File: src/hdl/limn_macros.svh
`ifndef LIMN_MACROS_SVH
`define LIMN_MACROS_SVH

//////////////////////////////
// Datapath widths
//////////////////////////////

`define LIMN_WORD_W     32  // Data and address
`define LIMN_NUM_REGS   32
`define LIMN_REG_IDX_W  5

//////////////////////////////
// Architectural constants
//////////////////////////////

// Link register for jal
`define LIMN_LINK_REG   5'd31

// First fetch address out of reset
`define LIMN_RESET_VEC  32'hFFFE0000

`endif

File: src/hdl/limn_pkg.sv
`default_nettype none

`include "limn_macros.svh"

package limn_pkg;

    typedef logic [`LIMN_WORD_W-1:0]    word_t;
    typedef logic [`LIMN_REG_IDX_W-1:0] reg_idx_t;
    typedef logic [4:0]                 shamt_t;

    // Low eight codes match instruction bits 5:3 of the immediate group
    typedef enum logic [3:0] {
        alu_lui  = 4'b0000,
        alu_or   = 4'b0001,
        alu_xor  = 4'b0010,
        alu_and  = 4'b0011,
        alu_slts = 4'b0100,
        alu_slt  = 4'b0101,
        alu_sub  = 4'b0110,
        alu_add  = 4'b0111,
        alu_nor  = 4'b1000  // Register group only
    } alu_op_e;

    // Same order as instruction bits 27:26
    typedef enum logic [1:0] {
        shift_lsh = 2'b00,
        shift_rsh = 2'b01,
        shift_ash = 2'b10,
        shift_ror = 2'b11
    } shift_mode_e;

    typedef enum logic [2:0] {
        br_none,
        br_beq,
        br_bne,
        br_blt,
        br_jal,
        br_jalr
    } branch_kind_e;

    typedef enum logic [1:0] {
        mem_none,
        mem_load,
        mem_store
    } mem_kind_e;

    typedef enum logic [2:0] {
        st_fetch,
        st_execute,
        st_read,
        st_write,
        st_halt
    } core_state_e;

endpackage

`default_nettype wire

File: src/hdl/limn_decode.sv
`default_nettype none

`include "limn_macros.svh"

module limn_decode (
    input  wire limn_pkg::word_t     inst,
    output limn_pkg::reg_idx_t       ra_idx,
    output limn_pkg::reg_idx_t       rb_idx,
    output limn_pkg::reg_idx_t       rd_idx,
    output logic                     rd_we,
    output limn_pkg::alu_op_e        alu_op,
    output logic                     b_use_imm,
    output limn_pkg::word_t          imm,
    output limn_pkg::shift_mode_e    shift_mode,
    output limn_pkg::shamt_t         shamt,
    output limn_pkg::branch_kind_e   branch_kind,
    output limn_pkg::word_t          branch_off,
    output logic                     link,
    output limn_pkg::mem_kind_e      mem_kind,
    output logic                     store_use_imm,
    output limn_pkg::word_t          store_imm,
    output logic                     halt,
    output logic                     fault
);
    import limn_pkg::*;

    logic [5:0]  opcode;
    logic [3:0]  op_hi;     // Group selector in bits 31:28
    reg_idx_t    op_r1;
    reg_idx_t    op_r2;
    reg_idx_t    op_r3;
    logic [15:0] imm16;
    logic [20:0] imm21;
    logic [28:0] imm29;

    assign opcode = inst[5:0];
    assign op_hi  = inst[31:28];
    assign op_r1  = inst[10:6];
    assign op_r2  = inst[15:11];
    assign op_r3  = inst[20:16];
    assign imm16  = inst[31:16];
    assign imm21  = inst[31:11];
    assign imm29  = inst[31:3];

    always_comb begin
        ra_idx        = op_r1;
        rb_idx        = op_r2;
        rd_idx        = op_r1;
        rd_we         = 1'b0;
        alu_op        = alu_add;
        b_use_imm     = 1'b1;
        imm           = '0;
        shift_mode    = shift_lsh;
        shamt         = '0;
        branch_kind   = br_none;
        branch_off    = {{9{imm21[20]}}, imm21, 2'b00};
        link          = 1'b0;
        mem_kind      = mem_none;
        store_use_imm = 1'b0;
        store_imm     = {27'b0, inst[15:11]}; // imm5 source of a store
        halt          = 1'b0;
        fault         = 1'b0;

        // Priority order matters since jal overlaps several patterns
        casez (opcode)
            6'b111000: begin // jalr rd, ra, imm16
                ra_idx      = op_r2;
                rd_we       = 1'b1;
                link        = 1'b1;
                branch_kind = br_jalr;
                branch_off  = {{14{imm16[15]}}, imm16, 2'b00};
            end
            6'b???11?: begin // jal with link requested by bit 0
                rd_idx      = `LIMN_LINK_REG;
                rd_we       = inst[0];
                link        = 1'b1;
                branch_kind = br_jal;
                branch_off  = {1'b0, imm29, 2'b00};
            end
            6'b111101: branch_kind = br_beq;
            6'b110101: branch_kind = br_bne;
            6'b101101: branch_kind = br_blt;
            6'b???100: begin // Immediate ALU group
                ra_idx = op_r2;
                rd_we  = 1'b1;
                alu_op = alu_op_e'({1'b0, opcode[5:3]});
                imm    = {16'b0, imm16};
            end
            6'b1??011: begin // Load rd, [ra + imm16]
                if (opcode[4:3] == 2'b01) begin
                    ra_idx   = op_r2;
                    mem_kind = mem_load;
                    imm      = {14'b0, imm16, 2'b00};
                end else begin
                    fault = 1'b1;   // Sub-word size
                end
            end
            6'b???010: begin // Store rb or imm5 to [ra + imm16]
                if (opcode[4:3] == 2'b01) begin
                    mem_kind      = mem_store;
                    store_use_imm = ~opcode[5];
                    imm           = {14'b0, imm16, 2'b00};
                end else begin
                    fault = 1'b1;
                end
            end
            6'b111001: begin // Register ALU group
                ra_idx     = op_r2;
                rb_idx     = op_r3;
                b_use_imm  = 1'b0;
                shift_mode = shift_mode_e'(inst[27:26]);
                shamt      = inst[25:21];
                if (op_hi == 4'b0000) begin
                    rd_we  = 1'b1;
                    alu_op = alu_nor;
                end else if (op_hi[3]) begin
                    fault = 1'b1; // Indexed moves
                end else begin
                    rd_we  = 1'b1;
                    alu_op = alu_op_e'({1'b0, op_hi[2:0]});
                end
            end
            6'b101001: begin
                if (op_hi == 4'b1100) halt = 1'b1;
                else fault = 1'b1;
            end
            default: fault = 1'b1;
        endcase
    end

endmodule

`default_nettype wire

File: src/hdl/limn_regfile.sv
`default_nettype none

`include "limn_macros.svh"

module limn_regfile (
    input  wire logic                clk,
    input  wire logic                rst,
    input  wire limn_pkg::reg_idx_t  ra_idx,
    input  wire limn_pkg::reg_idx_t  rb_idx,
    output limn_pkg::word_t          ra_val,
    output limn_pkg::word_t          rb_val,
    input  wire logic                wr_en,
    input  wire limn_pkg::reg_idx_t  wr_idx,
    input  wire limn_pkg::word_t     wr_val
);
    import limn_pkg::*;

    word_t regs [`LIMN_NUM_REGS];

    always_ff @(posedge clk) begin
        if (rst) begin
            for (int i = 0; i < `LIMN_NUM_REGS; i++) begin
                regs[i] <= '0;
            end
        end else if (wr_en && (wr_idx != '0)) begin
            regs[wr_idx] <= wr_val;
        end
    end

    // r0 always reads zero
    assign ra_val = (ra_idx == '0) ? '0 : regs[ra_idx];
    assign rb_val = (rb_idx == '0) ? '0 : regs[rb_idx];

endmodule

`default_nettype wire

File: src/hdl/limn_alu.sv
`default_nettype none

`include "limn_macros.svh"

module limn_alu (
    input  wire limn_pkg::word_t       a,
    input  wire limn_pkg::word_t       b_reg,
    input  wire limn_pkg::word_t       imm,
    input  wire logic                  b_use_imm,
    input  wire limn_pkg::shift_mode_e shift_mode,
    input  wire limn_pkg::shamt_t      shamt,
    input  wire limn_pkg::alu_op_e     alu_op,
    output limn_pkg::word_t            result
);
    import limn_pkg::*;

    logic [2*`LIMN_WORD_W-1:0] b_ror;  // Doubled word for rotate
    word_t b_shift;
    word_t b;

    //////////////////////////////
    // Operand shifter
    //////////////////////////////

    assign b_ror = {b_reg, b_reg} >> shamt;

    always_comb begin
        case (shift_mode)
            shift_lsh: b_shift = b_reg << shamt;
            shift_rsh: b_shift = b_reg >> shamt;
            shift_ash: b_shift = word_t'($signed(b_reg) >>> shamt);
            default:   b_shift = b_ror[`LIMN_WORD_W-1:0];
        endcase
    end

    assign b = b_use_imm ? imm : b_shift;

    //////////////////////////////
    // Operation
    //////////////////////////////

    always_comb begin
        case (alu_op)
            alu_add:  result = a + b;
            alu_sub:  result = a - b;
            alu_and:  result = a & b;
            alu_xor:  result = a ^ b;
            alu_or:   result = a | b;
            alu_slt:  result = {31'b0, a < b};
            alu_slts: result = {31'b0, $signed(a) < $signed(b)};
            alu_lui:  result = a | (imm << 16);  // Upper half load keeps ra bits
            alu_nor:  result = ~(a | b);
            default:  result = '0;
        endcase
    end

endmodule

`default_nettype wire

File: src/hdl/limn_branch.sv
`default_nettype none

`include "limn_macros.svh"

module limn_branch (
    input  wire limn_pkg::word_t        pc,
    input  wire limn_pkg::word_t        ra_val,
    input  wire limn_pkg::branch_kind_e branch_kind,
    input  wire limn_pkg::word_t        branch_off,
    output logic                        taken,
    output limn_pkg::word_t             next_pc,
    output limn_pkg::word_t             link_pc
);
    import limn_pkg::*;

    word_t seq_pc;
    word_t target;

    assign seq_pc = pc + 32'd4;

    always_comb begin
        taken  = 1'b0;
        target = pc + branch_off;   // Conditional branches are pc relative
        case (branch_kind)
            br_beq: taken = (ra_val == '0);
            br_bne: taken = (ra_val != '0);
            br_blt: taken = ra_val[`LIMN_WORD_W-1];  // Negative test only
            br_jal: begin
                taken  = 1'b1;
                // Top pc bit keeps the segment
                target = {pc[`LIMN_WORD_W-1], branch_off[`LIMN_WORD_W-2:0]};
            end
            br_jalr: begin
                taken  = 1'b1;
                target = ra_val + branch_off;
            end
            default: taken = 1'b0;
        endcase
    end

    assign next_pc = taken ? target : seq_pc;
    assign link_pc = seq_pc;

endmodule

`default_nettype wire

File: src/hdl/limn_core.sv
`default_nettype none

`include "limn_macros.svh"

module limn_core (
    input  wire logic             clk,
    input  wire logic             rst,
    output limn_pkg::word_t       addr,
    input  wire limn_pkg::word_t  data_in,
    output limn_pkg::word_t       data_out,
    input  wire logic             rdy,
    output logic                  we,
    output logic                  cs,
    output logic                  halted,
    output logic                  fault
);
    import limn_pkg::*;

    core_state_e  state;
    word_t        pc;
    word_t        ir;

    reg_idx_t     ra_idx, rb_idx, rd_idx;
    logic         rd_we, b_use_imm, link, store_use_imm, dec_halt, dec_fault;
    alu_op_e      alu_op;
    word_t        imm, branch_off, store_imm;
    shift_mode_e  shift_mode;
    shamt_t       shamt;
    branch_kind_e branch_kind;
    mem_kind_e    mem_kind;

    word_t        ra_val, rb_val, alu_result, next_pc, link_pc;
    logic         wb_en;
    word_t        wb_val;

    limn_decode u_decode (
        .inst(ir), .ra_idx(ra_idx), .rb_idx(rb_idx), .rd_idx(rd_idx), .rd_we(rd_we),
        .alu_op(alu_op), .b_use_imm(b_use_imm), .imm(imm), .shift_mode(shift_mode),
        .shamt(shamt), .branch_kind(branch_kind), .branch_off(branch_off), .link(link),
        .mem_kind(mem_kind), .store_use_imm(store_use_imm), .store_imm(store_imm),
        .halt(dec_halt), .fault(dec_fault)
    );

    limn_regfile u_regfile (
        .clk(clk), .rst(rst), .ra_idx(ra_idx), .rb_idx(rb_idx), .ra_val(ra_val),
        .rb_val(rb_val), .wr_en(wb_en), .wr_idx(rd_idx), .wr_val(wb_val)
    );

    limn_alu u_alu (
        .a(ra_val), .b_reg(rb_val), .imm(imm), .b_use_imm(b_use_imm),
        .shift_mode(shift_mode), .shamt(shamt), .alu_op(alu_op), .result(alu_result)
    );

    limn_branch u_branch (
        .pc(pc), .ra_val(ra_val), .branch_kind(branch_kind), .branch_off(branch_off),
        .taken(), .next_pc(next_pc), .link_pc(link_pc)
    );

    //////////////////////////////
    // Write-back
    //////////////////////////////

    // Loads write at read completion and everything else in execute
    assign wb_en  = (state == st_read) ? (cs && rdy) : ((state == st_execute) && rd_we);
    assign wb_val = (state == st_read) ? data_in : (link ? link_pc : alu_result);

    assign halted = (state == st_halt);

    //////////////////////////////
    // Bus state machine
    //////////////////////////////

    always_ff @(posedge clk) begin
        if (rst) begin
            state <= st_fetch;
            pc    <= `LIMN_RESET_VEC;
            addr  <= `LIMN_RESET_VEC;
            cs    <= 1'b0;
            we    <= 1'b0;
            fault <= 1'b0;
        end else begin
            case (state)
                st_fetch: begin
                    if (!cs) begin
                        cs <= 1'b1;     // First request after reset
                    end else if (rdy) begin
                        cs    <= 1'b0;
                        state <= st_execute;
                    end
                end
                st_execute: begin
                    if (dec_halt || dec_fault) begin
                        state <= st_halt;
                        fault <= dec_fault;
                    end else begin
                        pc <= next_pc;
                        cs <= 1'b1;
                        case (mem_kind)
                            mem_load: begin
                                state <= st_read;
                                addr  <= alu_result;
                            end
                            mem_store: begin
                                state <= st_write;
                                we    <= 1'b1;
                                addr  <= alu_result;
                            end
                            default: begin
                                state <= st_fetch;
                                addr  <= next_pc;
                            end
                        endcase
                    end
                end
                st_read, st_write: begin
                    if (rdy) begin  // Straight into the next fetch
                        state <= st_fetch;
                        we    <= 1'b0;
                        addr  <= pc;
                    end
                end
                default: cs <= 1'b0; // Halted until reset
            endcase
        end
    end

    // Instruction and store data
    always_ff @(posedge clk) begin
        if ((state == st_fetch) && cs && rdy) begin
            ir <= data_in;
        end
        if ((state == st_execute) && (mem_kind == mem_store)) begin
            data_out <= store_use_imm ? store_imm : rb_val;
        end
    end

endmodule

`default_nettype wire

File: config.mk
export PLATFORM = sky130hd
export DESIGN_NAME = limn_core
export DESIGN_NICKNAME = d
export VERILOG_FILES = /design/src/hdl/limn_pkg.sv /design/src/hdl/limn_decode.sv /design/src/hdl/limn_regfile.sv /design/src/hdl/limn_alu.sv /design/src/hdl/limn_branch.sv /design/src/hdl/limn_core.sv
export VERILOG_INCLUDE_DIRS = /design/src /design/src/hdl
export SDC_FILE = /design/constraint.sdc
export NUM_CORES = 2
export LEC_CHECK = 0
export ABC_CLOCK_PERIOD_IN_PS = 18600
export BUFFER_PORTS_ARGS = -buffer_cell sky130_fd_sc_hd__buf_4
export CAP_MARGIN = 5
export CELL_PAD_IN_SITES_DETAIL_PLACEMENT = 1
export CELL_PAD_IN_SITES_GLOBAL_PLACEMENT = 2
export CORE_UTILIZATION = 45
export CTS_CLUSTER_DIAMETER = 120
export DETAILED_ROUTE_END_ITERATION = 8
export GPL_ROUTABILITY_DRIVEN = 0
export PLACE_DENSITY_LB_ADDON = 0.1
export SYNTH_ARGS = -nofsm -noshare
export SYNTH_HDL_FRONTEND = slang
export SYNTH_HIERARCHICAL = 1
export SYNTH_SLANG_ARGS = --single-unit
File: constraint.sdc
create_clock -name clk -period 18.6 [get_ports clk]
set_clock_uncertainty 0.1 [all_clocks]
set_input_delay 0.93 -clock clk [delete_from_list [all_inputs] [get_ports clk]]
set_output_delay 0.93 -clock clk [all_outputs]
set_load 0.05 [all_outputs]
==> Yosys cells after proc, flatten, opt, wreduce, memory -nomap -nowiden <==
Memories as Yosys holds them, arrays and structs flattened.
Index checks and enable logic that the tools add are counted.
Widths: inputs -> output; s select.
{ "word_totals": {"regBits": 134, "mem_bits_rw": 1024, "inputBits": 35, "out_inout_bits": 68, "word_cells": 167, "memories": 1} }
{ "memory_table": {"columns": ["memory", "words", "width", "read_ports", "rd_ports_with_merged_regs", "wr", "line_no", "text"], "rows": [
  ["u_regfile.regs", 32, 32, 2, 0, 32, "limn_regfile.sv:18", "word_t regs [`LIMN_NUM_REGS];"]
]} }
{ "op_classes": {"addsub": 5, "magnitude_cmp": 2, "eq_ne": 38, "shift": 4, "n_mux": 67, "n_bitwise": 8, "reduce_logical": 33} }
{ "ops": {"columns": ["cell", "n"], "rows": [
  ["$mux 32", 10],
  ["$pmux 32 s9", 1],
  ["$pmux 32 s2", 4],
  ["$add 32x32->32", 3],
  ["$pmux 32 s3", 1],
  ["$lt 32x32->1", 2],
  ["$or 32x32->32", 2],
  ["$shr 64x5->32", 1],
  ["$eq 6x6->1 const B", 6],
  ["$add 32x3->32 const B", 1],
  ["$and 32x32->32", 1],
  ["$logic_not 32->1", 1],
  ["$not 32->32", 1],
  ["$reduce_bool 32->1", 1],
  ["$reduce_or 32->1", 1],
  ["$shl 32x5->32", 1],
  ["$shr 32x5->32", 1],
  ["$sshr 32x5->32", 1],
  ["$sub 32x32->32", 1],
  ["$xor 32x32->32", 1],
  ["$mux 5", 6],
  ["$mux 1", 25],
  ["$mux 18", 1],
  ["$eq 4x3->1 const B", 4],
  ["37 further kinds", 80]
]} }

==> Longest topological paths before layout <==
{ "depth": {"word_depth": 13, "mapped_depth": 38, "mapped_depth_nobuf": 30} }

==> Cells and area by module <==
The synthesis kept the hierarchy.
{ "modules_own_cells": {"columns": ["mod", "instances", "cells_each", "area_each_um2", "seq_area_each_um2"], "rows": [
  ["limn_regfile", 1, 3502, 54265.8, 30749.5],
  ["limn_alu", 1, 1506, 10218.6, 0.0],
  ["limn_core", 1, 608, 6541.3, 3323.2],
  ["limn_branch", 1, 511, 3448.3, 0.0],
  ["limn_decode", 1, 227, 1637.8, 0.0]
]} }

==> Least setup slack after synthesis <==
No wires, ideal clock.
{ "synth_timing": {"path_type": "reg2reg", "start": "reg ir[1]", "end": "mem u_regfile/regs[10][31] in the netlist's numbering, data pin", "setup_ns": 0.255, "arrival_ns": 7.329, "t_required_ns": 18.245, "slack_ns": 10.916, "stages_incl_launch_ff": 35, "path_buffers": 6, "synth_period_minus_slack_ns": 7.684, "path_cell_list": "edfxtp_1 > buf_6 > nand2b_4 > nor2_4 > mux2_2 > buf_2 > buf_6 > buf_4 > mux4_2 > mux2i_1 > a2111oi_0 > mux2i_1 > mux2i_1 > nor2_1 > nor2_1 > mux2i_1 > o21ai_0 > a21oi_1 > o21ai_0 > mux2i_1 > ha_1 > clkbuf_1 > a21o_1 > o21ai_0 > a21boi_0 > a311oi_1 > o21ai_0 > a311o_1 > nand4_1 > mux2i_1 > or3_1 > mux2i_1 > o21ai_0 > clkbuf_1 > and2_1"} }
{ "synth_lines": {"columns": ["item", "line_no", "text"], "rows": [
  ["from (decl)", "limn_core.sv:21", "word_t ir;"],
  ["from (signal assigned)", "limn_core.sv:130", "ir <= data_in;"],
  ["to (decl)", "limn_regfile.sv:18", null]
]} }

==> results_dict.tcl <==
set metrics [dict create \
    cts_root_buf "clkbuf_16" \
    nNetsFinal 6465 \
    status "completed" \
    start_util 0.454 \
    cp-startpoint "ir[0]" \
    portBuffers 102 \
    synth_top_area_frac 0.429 \
    netlist_instances 6354 \
    firstDrtPassIters 6 \
    setup_tns_ps 0 \
    cts.sinks 1158 \
    synth_top_family_by_area "multiplexers" \
    fmax_mhz 79.2 \
    antenna_found_initial 25 \
    grt_start_max_net_pins 104 \
    synth_compound_area_frac 0.105 \
    rsz0062_at_grt "false" \
    die_w_um 413 \
    clock_path_buffers 3 \
    synth_top_cell_by_area "edfxtp_1" \
    dp_hpwl_mm 217 \
    ys_seq_area_frac 0.448 \
    layout-drive-gt1-share 0.220 \
    crit_arrival_ps 13130 \
    r2r-start "ir[0]" \
    crit_required_ps 19100 \
    r2r-end "u_regfile/regs[22][31]" \
    start_kind "flop" \
    cpMostUsedCell "mux2i_1" \
    grt.overflow.total 0 \
    holdPathEnd "ir[22]" \
    ioPinCount 103 \
    ys_seq_elements 1158 \
    clk_latency_ps 800 \
    synth_area_per_cell_um2 12.0 \
    area_growth_pct 10.0 \
    slew_headroom 0.0656 \
    synthFlopType "edfxtp_1" \
    hold_class "input pin to flop" \
    antenna_left 0 \
    vias 58342 \
    postCtsSetupBuffers 0 \
    power.leakage_uw 0.0312 \
    wl_mm 326 \
    htree_levels 4 \
    die-area_um2 171000 \
    worst_setup_path_end_kind "flop" \
    cts_resized 0 \
    track_usage 0.378 \
    wl_per_cell_um 38.0 \
    path_class "flop to flop" \
    hold_viol 0 \
    yosysWarnings 6 \
    whs_path_depth 1 \
    cts_hold_buf 0 \
    vias_per_cell 6.80 \
    hp-start "data_in[22]" \
    synth_most_common_cell "edfxtp_1" \
    tightest_slew_ps 1390 \
    min_period_over_period 0.679 \
    cts_tree "yes" \
    route.detailed.drc 0 \
    holdWs_ps 215 \
    yosysUniqueCellTypes 115 \
    ff2ff_path_depth 32 \
    synth_area_leaders "edfxtp_1 (43%), mux4_2 (15%), and2_1 (8.4%), mux2i_1 (3.8%), ha_1 (2.7%)" \
    synthMuxAreaShare 0.211 \
    clkTransAtPathRegs_ps 60 \
    rows 150 \
    powerDensity_nw_per_um2 138 \
    netlist_area_um2 76100 \
    max_stage_delay_ps 1020 \
    r2r_setup_slack_ps 5980 \
    maxCapViolCount 0 \
    die_h_um 413 \
    period_needed_ps 12620 \
    critical_path.max_fanout 53 \
    synth_adder_area_share 0.0276 \
    core_um2 168000 \
    finalSetupViolCount 0 \
    yosys.area_share.simple 0.152 \
    drv_slew 0 \
    peakVddDrop_v 0.000109 \
    ys_top_cells_by_count "edfxtp_1 (1088), and2_1 (1018), mux4_2 (520)" \
    synth-xor-area-share 0.00932 \
    synth_enable_flop_cells 1088 \
    drtIter0Drc 7259 \
    grt_pass1_vias 58328 \
    grt_pass1_wl_mm 454 \
    synthArstFlopShare 0 \
    cts_buffers 136 \
    slowest_stage "o21ai_2" \
]
## placed cells by master, fill, tap and decap left out, types with 31 or more instances in the layout
| cell | n |
|---|---|
| a2111oi_1 | 43 |
| a21o_1 | 60 |
| a21oi_1 | 221 |
| a22o_1 | 67 |
| a22oi_1 | 37 |
| a31oi_1 | 33 |
| and2_1 | 1011 |
| buf_4 | 354 |
| clkbuf_1 | 40 |
| clkbuf_16 | 142 |
| conb_1 | 75 |
| dfxtp_1 | 70 |
| edfxtp_1 | 1088 |
| ha_1 | 163 |
| inv_1 | 103 |
| mux2_2 | 121 |
| mux2i_1 | 288 |
| mux4_2 | 520 |
| nand2_1 | 303 |
| nand3_1 | 100 |
| nor2_1 | 261 |
| nor2b_1 | 38 |
| nor3_1 | 71 |
| o211ai_1 | 31 |
| o21ai_0 | 212 |
| o21ai_2 | 32 |
| o22ai_1 | 129 |
| or2_2 | 37 |
| xnor2_1 | 54 |
## through the flow
| stage | utilization | instances | instance area (um2) | power (uW) | setup slack, ps |
|---|---|---|---|---|---|
| 2_1_floorplan | - | 6427 | 76400 | 6330 | 10920 |
| 3_5_place_dp | 0.473 | 8330 | 79300 | 8730 | 6350 |
| 6_report | 0.500 | 8581 | 83700 | 11500 | 5980 |
| 5_1_grt | 0.500 | 8575 | 83700 | 11800 | 5670 |
| 3_3_place_gp | 0.473 | 8330 | 79300 | 8670 | 6630 |
| 4_1_cts | 0.500 | 8574 | 83700 | 11400 | 6260 |
## report_power, final
group,internal [uW],switching (uW)
combinational,1740,3980
sequential,2990,131
clock,1550,1140
## critical path: cells and delay by family, from the launching register on
| kind | cells | cell delay [ps] |
|---|---|---|
| AOI/OAI and AO/OA | 13 | 5590 |
| muxes | 7 | 2180 |
| buffers and inverters | 4 | 1830 |
| and+or+nand+nor | 7 | 1410 |
| DFF | 1 | 760 |
| adders and majority gates | 1 | 440 |
## final cells by class
cell class / instances / area (um2)
antenna: 7 / 17.5
clock buffer: 182 / 3700
clock inverter: 62 / 688
fill: 17062 / 83900
inverter: 107 / 402
multi-input combinational: 4503 / 39400
sequential: 1158 / 34100
tap: 2204 / 2760
timing repair buffer: 358 / 2740
## metal layers
metal / vias to the layer above / track usage / wire [um]
li1: 23878 / - / -
met1: 30422 / 0.481 / 124000
met2: 3274 / 0.598 / 150000
met3: 758 / 0.0698 / 28800
met4: 10 / 0.234 / 23300
met5: - / 0 / 70
## state kept, by name (all words and copies together), names as in the netlist
| name | cells |
|---|---|
| fault | 1 |
| ir | 32 |
| pc | 32 |
| u_regfile/regs | 1024 |
| cs | 1 |
| state | 3 |
| we | 1 |
| data_out | 32 |
| addr | 32 |
## worst max-delay path by stage
stage | to | slack, ps
after global placement | u_regfile/regs[15][31] | 6630
after CTS | u_regfile/regs[22][31] | 6260
final | u_regfile/regs[22][31] | 5980
after detailed placement | u_regfile/regs[22][31] | 6350
after global routing | u_regfile/regs[22][31] | 5670
after floorplan | u_regfile/regs[10][31] | 10920
## cell families (layout without fill, tap and decap cells)
group | Yosys count | in the layout
AOI/OAI and AO/OA | 1161 | 1161
xor gates and xnor gates | 81 | 81
adders and majority gates | 166 | 166
buffers and inverters | 766 | 709
DFF | 1158 | 1158
muxes | 937 | 937
other | 2 | 82
and+or+nand+nor | 2083 | 2083
Note: power is estimated with default switching activity, not from simulation.
